File: src/addr_pkg.sv
package addr_pkg;

  // Virtual and physical addresses are the same width here
  localparam int VADDR_W = 32;
  localparam int PADDR_W = 32;

  // 4 KB pages
  localparam int PAGE_OFF_W = 12;

  typedef logic [VADDR_W-1:0] vaddr_t;
  typedef logic [PADDR_W-1:0] paddr_t;

  // Page numbers are the address bits above the page offset
  typedef logic [VADDR_W-PAGE_OFF_W-1:0] vpn_t;
  typedef logic [PADDR_W-PAGE_OFF_W-1:0] ppn_t;

endpackage

File: src/fetch_pkg.sv
package fetch_pkg;

  localparam int INSTR_W = 32;

  typedef logic [INSTR_W-1:0] instr_t;

  // Instructions per cache line
  localparam int LINE_WORDS = 4;

  // Word 0 sits in the low bits
  typedef logic [LINE_WORDS*INSTR_W-1:0] line_t;

  // Fetch control states
  typedef enum logic [1:0] {
    RUN,
    TLB_WAIT,
    LINE_WAIT
  } fetch_state_e;

endpackage

File: src/icache_if.sv
`timescale 1ns/10ps

interface icache_if import addr_pkg::*, fetch_pkg::*; #(
  parameter int ICACHE_SETS = 16
) ();

  localparam int IDX_W = $clog2(ICACHE_SETS);

  logic [IDX_W-1:0] index;
  logic tag_valid;
  ppn_t tag;
  // Fetch control picks the word out of the whole indexed line
  line_t word;

  logic fill;
  ppn_t fill_tag;
  line_t fill_line;

  modport ctrl (
    output index,
    output fill,
    output fill_tag,
    output fill_line,
    input  tag_valid,
    input  tag,
    input  word
  );

  modport cache (
    input  index,
    input  fill,
    input  fill_tag,
    input  fill_line,
    output tag_valid,
    output tag,
    output word
  );

endinterface

File: src/xlate_if.sv
`timescale 1ns/10ps

interface xlate_if import addr_pkg::*; ();

  // Lookup of the current fetch page
  vpn_t vpn;
  logic hit;
  ppn_t ppn;

  // Refill of the page at vpn
  logic fill;
  ppn_t fill_ppn;

  modport ctrl (
    output vpn,
    output fill,
    output fill_ppn,
    input  hit,
    input  ppn
  );

  modport tlb (
    input  vpn,
    input  fill,
    input  fill_ppn,
    output hit,
    output ppn
  );

endinterface
File: src/fetch_ctrl.sv
`timescale 1ns/10ps

module fetch_ctrl import addr_pkg::*, fetch_pkg::*; #(
  parameter int ICACHE_SETS = 16
) (
  input  logic clk,
  input  logic reset,
  input  vaddr_t entry,
  input  logic enable,
  input  logic branch_taken,
  input  vaddr_t branch_target,
  input  logic syscall_flush,
  input  vaddr_t flush_addr,
  input  logic tlb_fill,
  input  ppn_t tlb_fill_ppn,
  input  logic line_fill,
  input  line_t line_fill_data,
  xlate_if.ctrl lookup,
  icache_if.ctrl lines,
  output logic instr_valid,
  output instr_t instr,
  output vaddr_t instr_pc,
  output vaddr_t pc_plus4,
  output logic tlb_miss,
  output vpn_t miss_vpn,
  output logic line_miss,
  output paddr_t miss_paddr
);

  localparam int IDX_W = $clog2(ICACHE_SETS);
  localparam int WORD_W = $clog2(LINE_WORDS);
  // Byte offset inside a line
  localparam int LINE_OFF_W = WORD_W + 2;

  fetch_state_e state;
  vaddr_t pc_q;
  logic redirect;
  vaddr_t redirect_pc;
  logic cache_hit;
  logic fetch;
  logic [WORD_W-1:0] word_sel;
  instr_t fetch_word;

  // Flush wins over branch
  assign redirect = syscall_flush | branch_taken;
  assign redirect_pc = syscall_flush ? flush_addr : branch_target;

  // Both lookups run in parallel on the current PC
  assign lookup.vpn = pc_q[VADDR_W-1:PAGE_OFF_W];
  assign lines.index = pc_q[LINE_OFF_W +: IDX_W];

  assign cache_hit = lookup.hit && lines.tag_valid && (lines.tag == lookup.ppn);
  assign fetch = (state == RUN) && cache_hit && enable && !redirect;

  assign word_sel = pc_q[2 +: WORD_W];
  assign fetch_word = lines.word[word_sel*INSTR_W +: INSTR_W];

  // Refills only count in the wait state they answer
  assign lookup.fill = tlb_fill && (state == TLB_WAIT);
  assign lookup.fill_ppn = tlb_fill_ppn;
  assign lines.fill = line_fill && (state == LINE_WAIT);
  assign lines.fill_tag = lookup.ppn;
  assign lines.fill_line = line_fill_data;

  assign tlb_miss = (state == TLB_WAIT);
  assign miss_vpn = pc_q[VADDR_W-1:PAGE_OFF_W];
  assign line_miss = (state == LINE_WAIT);
  assign miss_paddr = {lookup.ppn, pc_q[PAGE_OFF_W-1:LINE_OFF_W], {LINE_OFF_W{1'b0}}};

  always_ff @(posedge clk) begin
    if (reset) begin
      pc_q <= entry;
      state <= RUN;
      instr_valid <= 1'b0;
    end else begin
      instr_valid <= fetch;
      if (redirect) begin
        pc_q <= redirect_pc;
        state <= RUN;
      end else begin
        case (state)
          RUN: begin
            if (!lookup.hit) begin
              state <= TLB_WAIT;
            end else if (!cache_hit) begin
              state <= LINE_WAIT;
            end else if (enable) begin
              pc_q <= pc_q + vaddr_t'(4);
            end
          end
          TLB_WAIT: begin
            if (tlb_fill) begin
              state <= RUN;
            end
          end
          LINE_WAIT: begin
            if (line_fill) begin
              state <= RUN;
            end
          end
          default: state <= RUN;
        endcase
      end
    end
  end

  // Output payload is only meaningful with instr_valid
  always_ff @(posedge clk) begin
    if (fetch) begin
      instr <= fetch_word;
      instr_pc <= pc_q;
      pc_plus4 <= pc_q + vaddr_t'(4);
    end
  end

endmodule

File: src/fetch_top.sv
`timescale 1ns/10ps

module fetch_top import addr_pkg::*, fetch_pkg::*; #(
  parameter int TLB_ENTRIES = 4,
  parameter int ICACHE_SETS = 16
) (
  input  logic clk,
  input  logic reset,
  input  vaddr_t entry,
  input  logic enable,
  input  logic branch_taken,
  input  vaddr_t branch_target,
  input  logic syscall_flush,
  input  vaddr_t flush_addr,
  input  logic tlb_fill,
  input  ppn_t tlb_fill_ppn,
  input  logic line_fill,
  input  line_t line_fill_data,
  output logic instr_valid,
  output instr_t instr,
  output vaddr_t instr_pc,
  output vaddr_t pc_plus4,
  output logic tlb_miss,
  output vpn_t miss_vpn,
  output logic line_miss,
  output paddr_t miss_paddr
);

  xlate_if xlate_bus ();
  icache_if #(.ICACHE_SETS(ICACHE_SETS)) cache_bus ();

  itlb #(
    .TLB_ENTRIES(TLB_ENTRIES)
  ) u_itlb (
    .clk    (clk),
    .reset  (reset),
    .lookup (xlate_bus.tlb)
  );

  icache #(
    .ICACHE_SETS(ICACHE_SETS)
  ) u_icache (
    .clk   (clk),
    .reset (reset),
    .lines (cache_bus.cache)
  );

  fetch_ctrl #(
    .ICACHE_SETS(ICACHE_SETS)
  ) u_fetch_ctrl (
    .clk            (clk),
    .reset          (reset),
    .entry          (entry),
    .enable         (enable),
    .branch_taken   (branch_taken),
    .branch_target  (branch_target),
    .syscall_flush  (syscall_flush),
    .flush_addr     (flush_addr),
    .tlb_fill       (tlb_fill),
    .tlb_fill_ppn   (tlb_fill_ppn),
    .line_fill      (line_fill),
    .line_fill_data (line_fill_data),
    .lookup         (xlate_bus.ctrl),
    .lines          (cache_bus.ctrl),
    .instr_valid    (instr_valid),
    .instr          (instr),
    .instr_pc       (instr_pc),
    .pc_plus4       (pc_plus4),
    .tlb_miss       (tlb_miss),
    .miss_vpn       (miss_vpn),
    .line_miss      (line_miss),
    .miss_paddr     (miss_paddr)
  );

endmodule

File: src/icache.sv
`timescale 1ns/10ps

module icache import addr_pkg::*, fetch_pkg::*; #(
  parameter int ICACHE_SETS = 16
) (
  input logic clk,
  input logic reset,
  icache_if.cache lines
);

  localparam int IDX_W = $clog2(ICACHE_SETS);

  logic [ICACHE_SETS-1:0] valid_q;
  ppn_t tag_q [ICACHE_SETS];
  line_t line_q [ICACHE_SETS];

  logic [IDX_W-1:0] set_idx;

  // Index comes straight from the page offset, so no translation is needed
  assign set_idx = lines.index;

  // Combinational read of the indexed set
  assign lines.tag_valid = valid_q[set_idx];
  assign lines.tag = tag_q[set_idx];
  assign lines.word = line_q[set_idx];

  always_ff @(posedge clk) begin
    if (reset) begin
      valid_q <= '0;
    end else if (lines.fill) begin
      valid_q[set_idx] <= 1'b1;
    end
  end

  // Each refill of a set overwrites its tag and line
  always_ff @(posedge clk) begin
    if (lines.fill) begin
      tag_q[set_idx] <= lines.fill_tag;
      line_q[set_idx] <= lines.fill_line;
    end
  end

endmodule

File: src/itlb.sv
`timescale 1ns/10ps

module itlb import addr_pkg::*; #(
  parameter int TLB_ENTRIES = 4
) (
  input logic clk,
  input logic reset,
  xlate_if.tlb lookup
);

  localparam int PTR_W = (TLB_ENTRIES > 1) ? $clog2(TLB_ENTRIES) : 1;

  logic [TLB_ENTRIES-1:0] valid_q;
  vpn_t vpn_q [TLB_ENTRIES];
  ppn_t ppn_q [TLB_ENTRIES];

  // Next entry to be replaced
  logic [PTR_W-1:0] rr_ptr;

  // At most one entry matches because fills only happen on a miss
  always_comb begin
    lookup.hit = 1'b0;
    lookup.ppn = '0;
    for (int i = 0; i < TLB_ENTRIES; i++) begin
      if (valid_q[i] && (vpn_q[i] == lookup.vpn)) begin
        lookup.hit = 1'b1;
        lookup.ppn = ppn_q[i];
      end
    end
  end

  always_ff @(posedge clk) begin
    if (reset) begin
      valid_q <= '0;
      rr_ptr <= '0;
    end else if (lookup.fill) begin
      valid_q[rr_ptr] <= 1'b1;
      // Oldest fill is evicted first
      if (rr_ptr == PTR_W'(TLB_ENTRIES - 1)) begin
        rr_ptr <= '0;
      end else begin
        rr_ptr <= rr_ptr + 1'b1;
      end
    end
  end

  // Translation pairs
  always_ff @(posedge clk) begin
    if (lookup.fill) begin
      vpn_q[rr_ptr] <= lookup.vpn;
      ppn_q[rr_ptr] <= lookup.fill_ppn;
    end
  end

endmodule

File: config.mk
export PLATFORM = sky130hd
export DESIGN_NAME = fetch_top
export DESIGN_NICKNAME = d
export VERILOG_FILES = /design/src/addr_pkg.sv /design/src/fetch_pkg.sv /design/src/icache_if.sv /design/src/xlate_if.sv /design/src/fetch_ctrl.sv /design/src/fetch_top.sv /design/src/icache.sv /design/src/itlb.sv
export SDC_FILE = /design/constraint.sdc
export NUM_CORES = 2
export LEC_CHECK = 0
export BUFFER_PORTS_ARGS = -buffer_cell sky130_fd_sc_hd__buf_2
export CORE_ASPECT_RATIO = 1.1
export CORE_MARGIN = 1
export CORE_UTILIZATION = 30
export DETAILED_ROUTE_END_ITERATION = 7
export PLACE_DENSITY_LB_ADDON = 0.15
export SLEW_MARGIN = 20
export SYNTH_ARGS = -nofsm -noshare
export SYNTH_HDL_FRONTEND = slang
export SYNTH_SLANG_ARGS = --single-unit
File: constraint.sdc
create_clock -name clk -period 37.2 [get_ports clk]
set_input_delay 1.86 -clock clk [delete_from_list [all_inputs] [get_ports clk]]
set_output_delay 1.86 -clock clk [all_outputs]
set_load 0.05 [all_outputs]
==> run metrics <==
Final Max Tran Viols 0; dpl hpwl 155800 µm; Synth Warn # 0; Final nets 5294; Worst-Margin Slew 1.128 ns; NetSw 1.512 mW; Worst slew margin 0.2438; number of max-cap violations 0; status complete, no violations; Worst Path Max Fanout 37; Resized cells post-CTS 0; Avg Cell Area, Syn 23.10 µm²; gr busiest metal met2; total wire length 288000 µm; nature of the critical path endpoint primary output; sequential share of the synthesized area 0.7756; Pint 5.267 mW; M1 GR Usage 0.2211; synth top area cells edfxtp_1 (77%), mux4_2 (16%), xnor2_1 (0.61%), dfxtp_1 (0.56%), mux2i_1 (0.53%); final core utilization 0.3529; total global routing overflow 0; via count 48780; Synth top area share 0.7700; final hold violation count 0; Max Fclk 145.7 MHz; vias in the first global route 51500; pin count of the biggest net entering global routing 114; CP Launch Type flop; Primary FF master, synth edfxtp_1; top-count cell post-synth edfxtp_1; clock skew 0.04540 ns; worst vdd ir 0.03173 mV; placed insts 9271; row count 225; clk slew on worst S/H paths 0.06 ns; initial antenna violation count 92; combinational share of power 0.075; Synth area leader edfxtp_1; Top Ports 402; synth cell count leaders edfxtp_1 (2654), mux4_2 (746), nand2_1 (127); critical path required time 35.34 ns; CTS sink cnt 2683; met2 Usage GRT 0.2690; routed len/inst 29.30 µm; CTS Buffer Depth 4; Pwr Density 56.13 nW/µm²; number of flops mapped to enable cells by yosys 2654; initial drt markers 3898; Post-Syn Instances 4481; #FFs+latches synth 2683; Initial Util 0.3024; Final Non-Filler Cells 9828; Port Buffers 397; Worst Path Arrival 5.00 ns; final setup TNS 0 ns; Clock power frac 0.430; type of the worst setup path flop to primary output; TritonRoute pass-1 iters 5; total power 6.780 mW; Hold Path Class flop to flop; Area Growth Syn to Fin 16.71%; Final period util 0.1845; Die ar. 347400 µm²; Die H 618.1 µm; GP Congestion 0.7580; Post-Syn Area 103500 µm²; post-DR vias/cell 4.963; All-Layer GR Usage 0.1640; final setup fails 0; H-tree Lvls 5; met3 Usage GRT 0.03567; clk_lat worst skew 0.89 ns; RSZ-0062 raised after global routing false; Antenna Nets Post-Route 0; # hold bufs at CTS 0; Yosys cell types 71; first-pass GRT wire length 405400 µm; share of layout cells above drive strength 1 0.3359; # DRC 0; Switching Share 0.2231; TritonCTS Buffers 305; total setup buffers inserted after CTS 0; CTS Root Cell clkbuf_16; Pleak 37.07 nW; Final min period 6.864 ns; sequential share of power 0.495; fraction of registers with async set or reset after synthesis 0; Core Area 342300 µm²; width of the die 562.0 µm; CTS tree done
-- worst paths after layout --
| path | depth (start not counted) | to | slack, ns | start |
|---|---|---|---|---|
| max | 8 | miss_paddr[18] | 30.34 | u_fetch_ctrl.pc_q[19] |
| min | 0 | u_fetch_ctrl.instr_pc[0] | 0.42 | u_fetch_ctrl.pc_q[0] |
| max reg2reg | 15 | u_fetch_ctrl.instr[22] | 30.38 | flop |
| min reg2reg | 0 | u_fetch_ctrl.instr_pc[0] | 0.42 | u_fetch_ctrl.pc_q[0] |
-- worst max-delay path, stage by stage, from the launching register on --
cell and delay, ns:
edfxtp_1 0.80, xnor2_1 0.19, nand4_1 0.58, or4_1 0.70
buf_4 0.29, nand2_2 0.21, a221oi_1 0.12, a211oi_4 0.73
buf_2 0.45
-- through the flow --
step / worst slack [ns] / hold WS (ns) / cell area (µm²)
CTS: 30.01 / 0.4218 / 120700
detailed placement: 30.15 / 0.4074 / 111200
floorplan: 24.02 / 0.4003 / 103500
global placement: 30.12 / 0.4038 / 111100
finish: 30.34 / 0.4206 / 120800
global route: 30.00 / 0.4239 / 120800
-- power by group through the flow --
stage	logic, mW	clock network (mW)	registers [mW]
2_1_floorplan	0.360	0	3.40
3_3_place_gp	0.522	0	3.42
3_5_place_dp	0.523	0	3.42
4_1_cts	0.525	3.01	3.35
5_1_grt	0.548	3.11	3.35
6_report	0.509	2.92	3.35
-- cells in the final DEF, fill, tap and decap left out, drive strengths merged, types with 55 or more instances in the layout --
| master | count |
|---|---|
| mux2i | 55 |
| mux4 | 746 |
| nor2 | 98 |
| buf | 522 |
| clkinv | 112 |
| clkbuf | 390 |
| nand2 | 128 |
| xnor2 | 72 |
| o21ai | 55 |
| edfxtp | 2654 |
-- kinds of logic (layout without fill, tap and decap cells) --
logic type                 count (synthesis)  count (layout)  share of synthesized area
muxes                                    842             842                     0.1722
AOI/OAI and AO/OA                        172             172                    0.01128
buffers and inverters                    289            1080                    0.01314
other                                      1              17                 0.00003623
DFF                                     2683            2683                     0.7756
adders and majority gates                  5               5                  0.0006044
xor gates and xnor gates                 119             119                    0.01007
and+or+nand+nor                          370             370                    0.01703
-- flip-flops by register name, indices dropped and copies added (netlist names), named ones only --
signal / cells
u_itlb.ppn_q: 80
u_icache.tag_q: 320
u_fetch_ctrl.pc_plus4: 30
u_itlb.rr_ptr: 2
u_icache.valid_q: 16
u_icache.line_q: 2048
u_itlb.vpn_q: 80
u_fetch_ctrl.instr_pc: 32
u_fetch_ctrl.pc_q: 32
u_fetch_ctrl.instr: 32
u_itlb.valid_q: 4
u_fetch_ctrl.instr_valid: 1
u_fetch_ctrl.state: 2
-- routing by layer --
layer  vias up  routed length, µm
met5         -                406
met1     26780             125300
met3       470              17410
li1      20120                  -
met2      1349             138200
met4        60               6737
-- final cells by class --
class,count,area (µm²)
diodes,13,32.53
clock inverters,154,1399
multi-input cells,1512,22070
inverters,14,65.06
fillers,31730,221500
well taps,4540,5680
repair buffers,522,3063
clock buffers,390,8195
flip-flops and latches,2683,80290
Power figures use the tool's default switching activity.
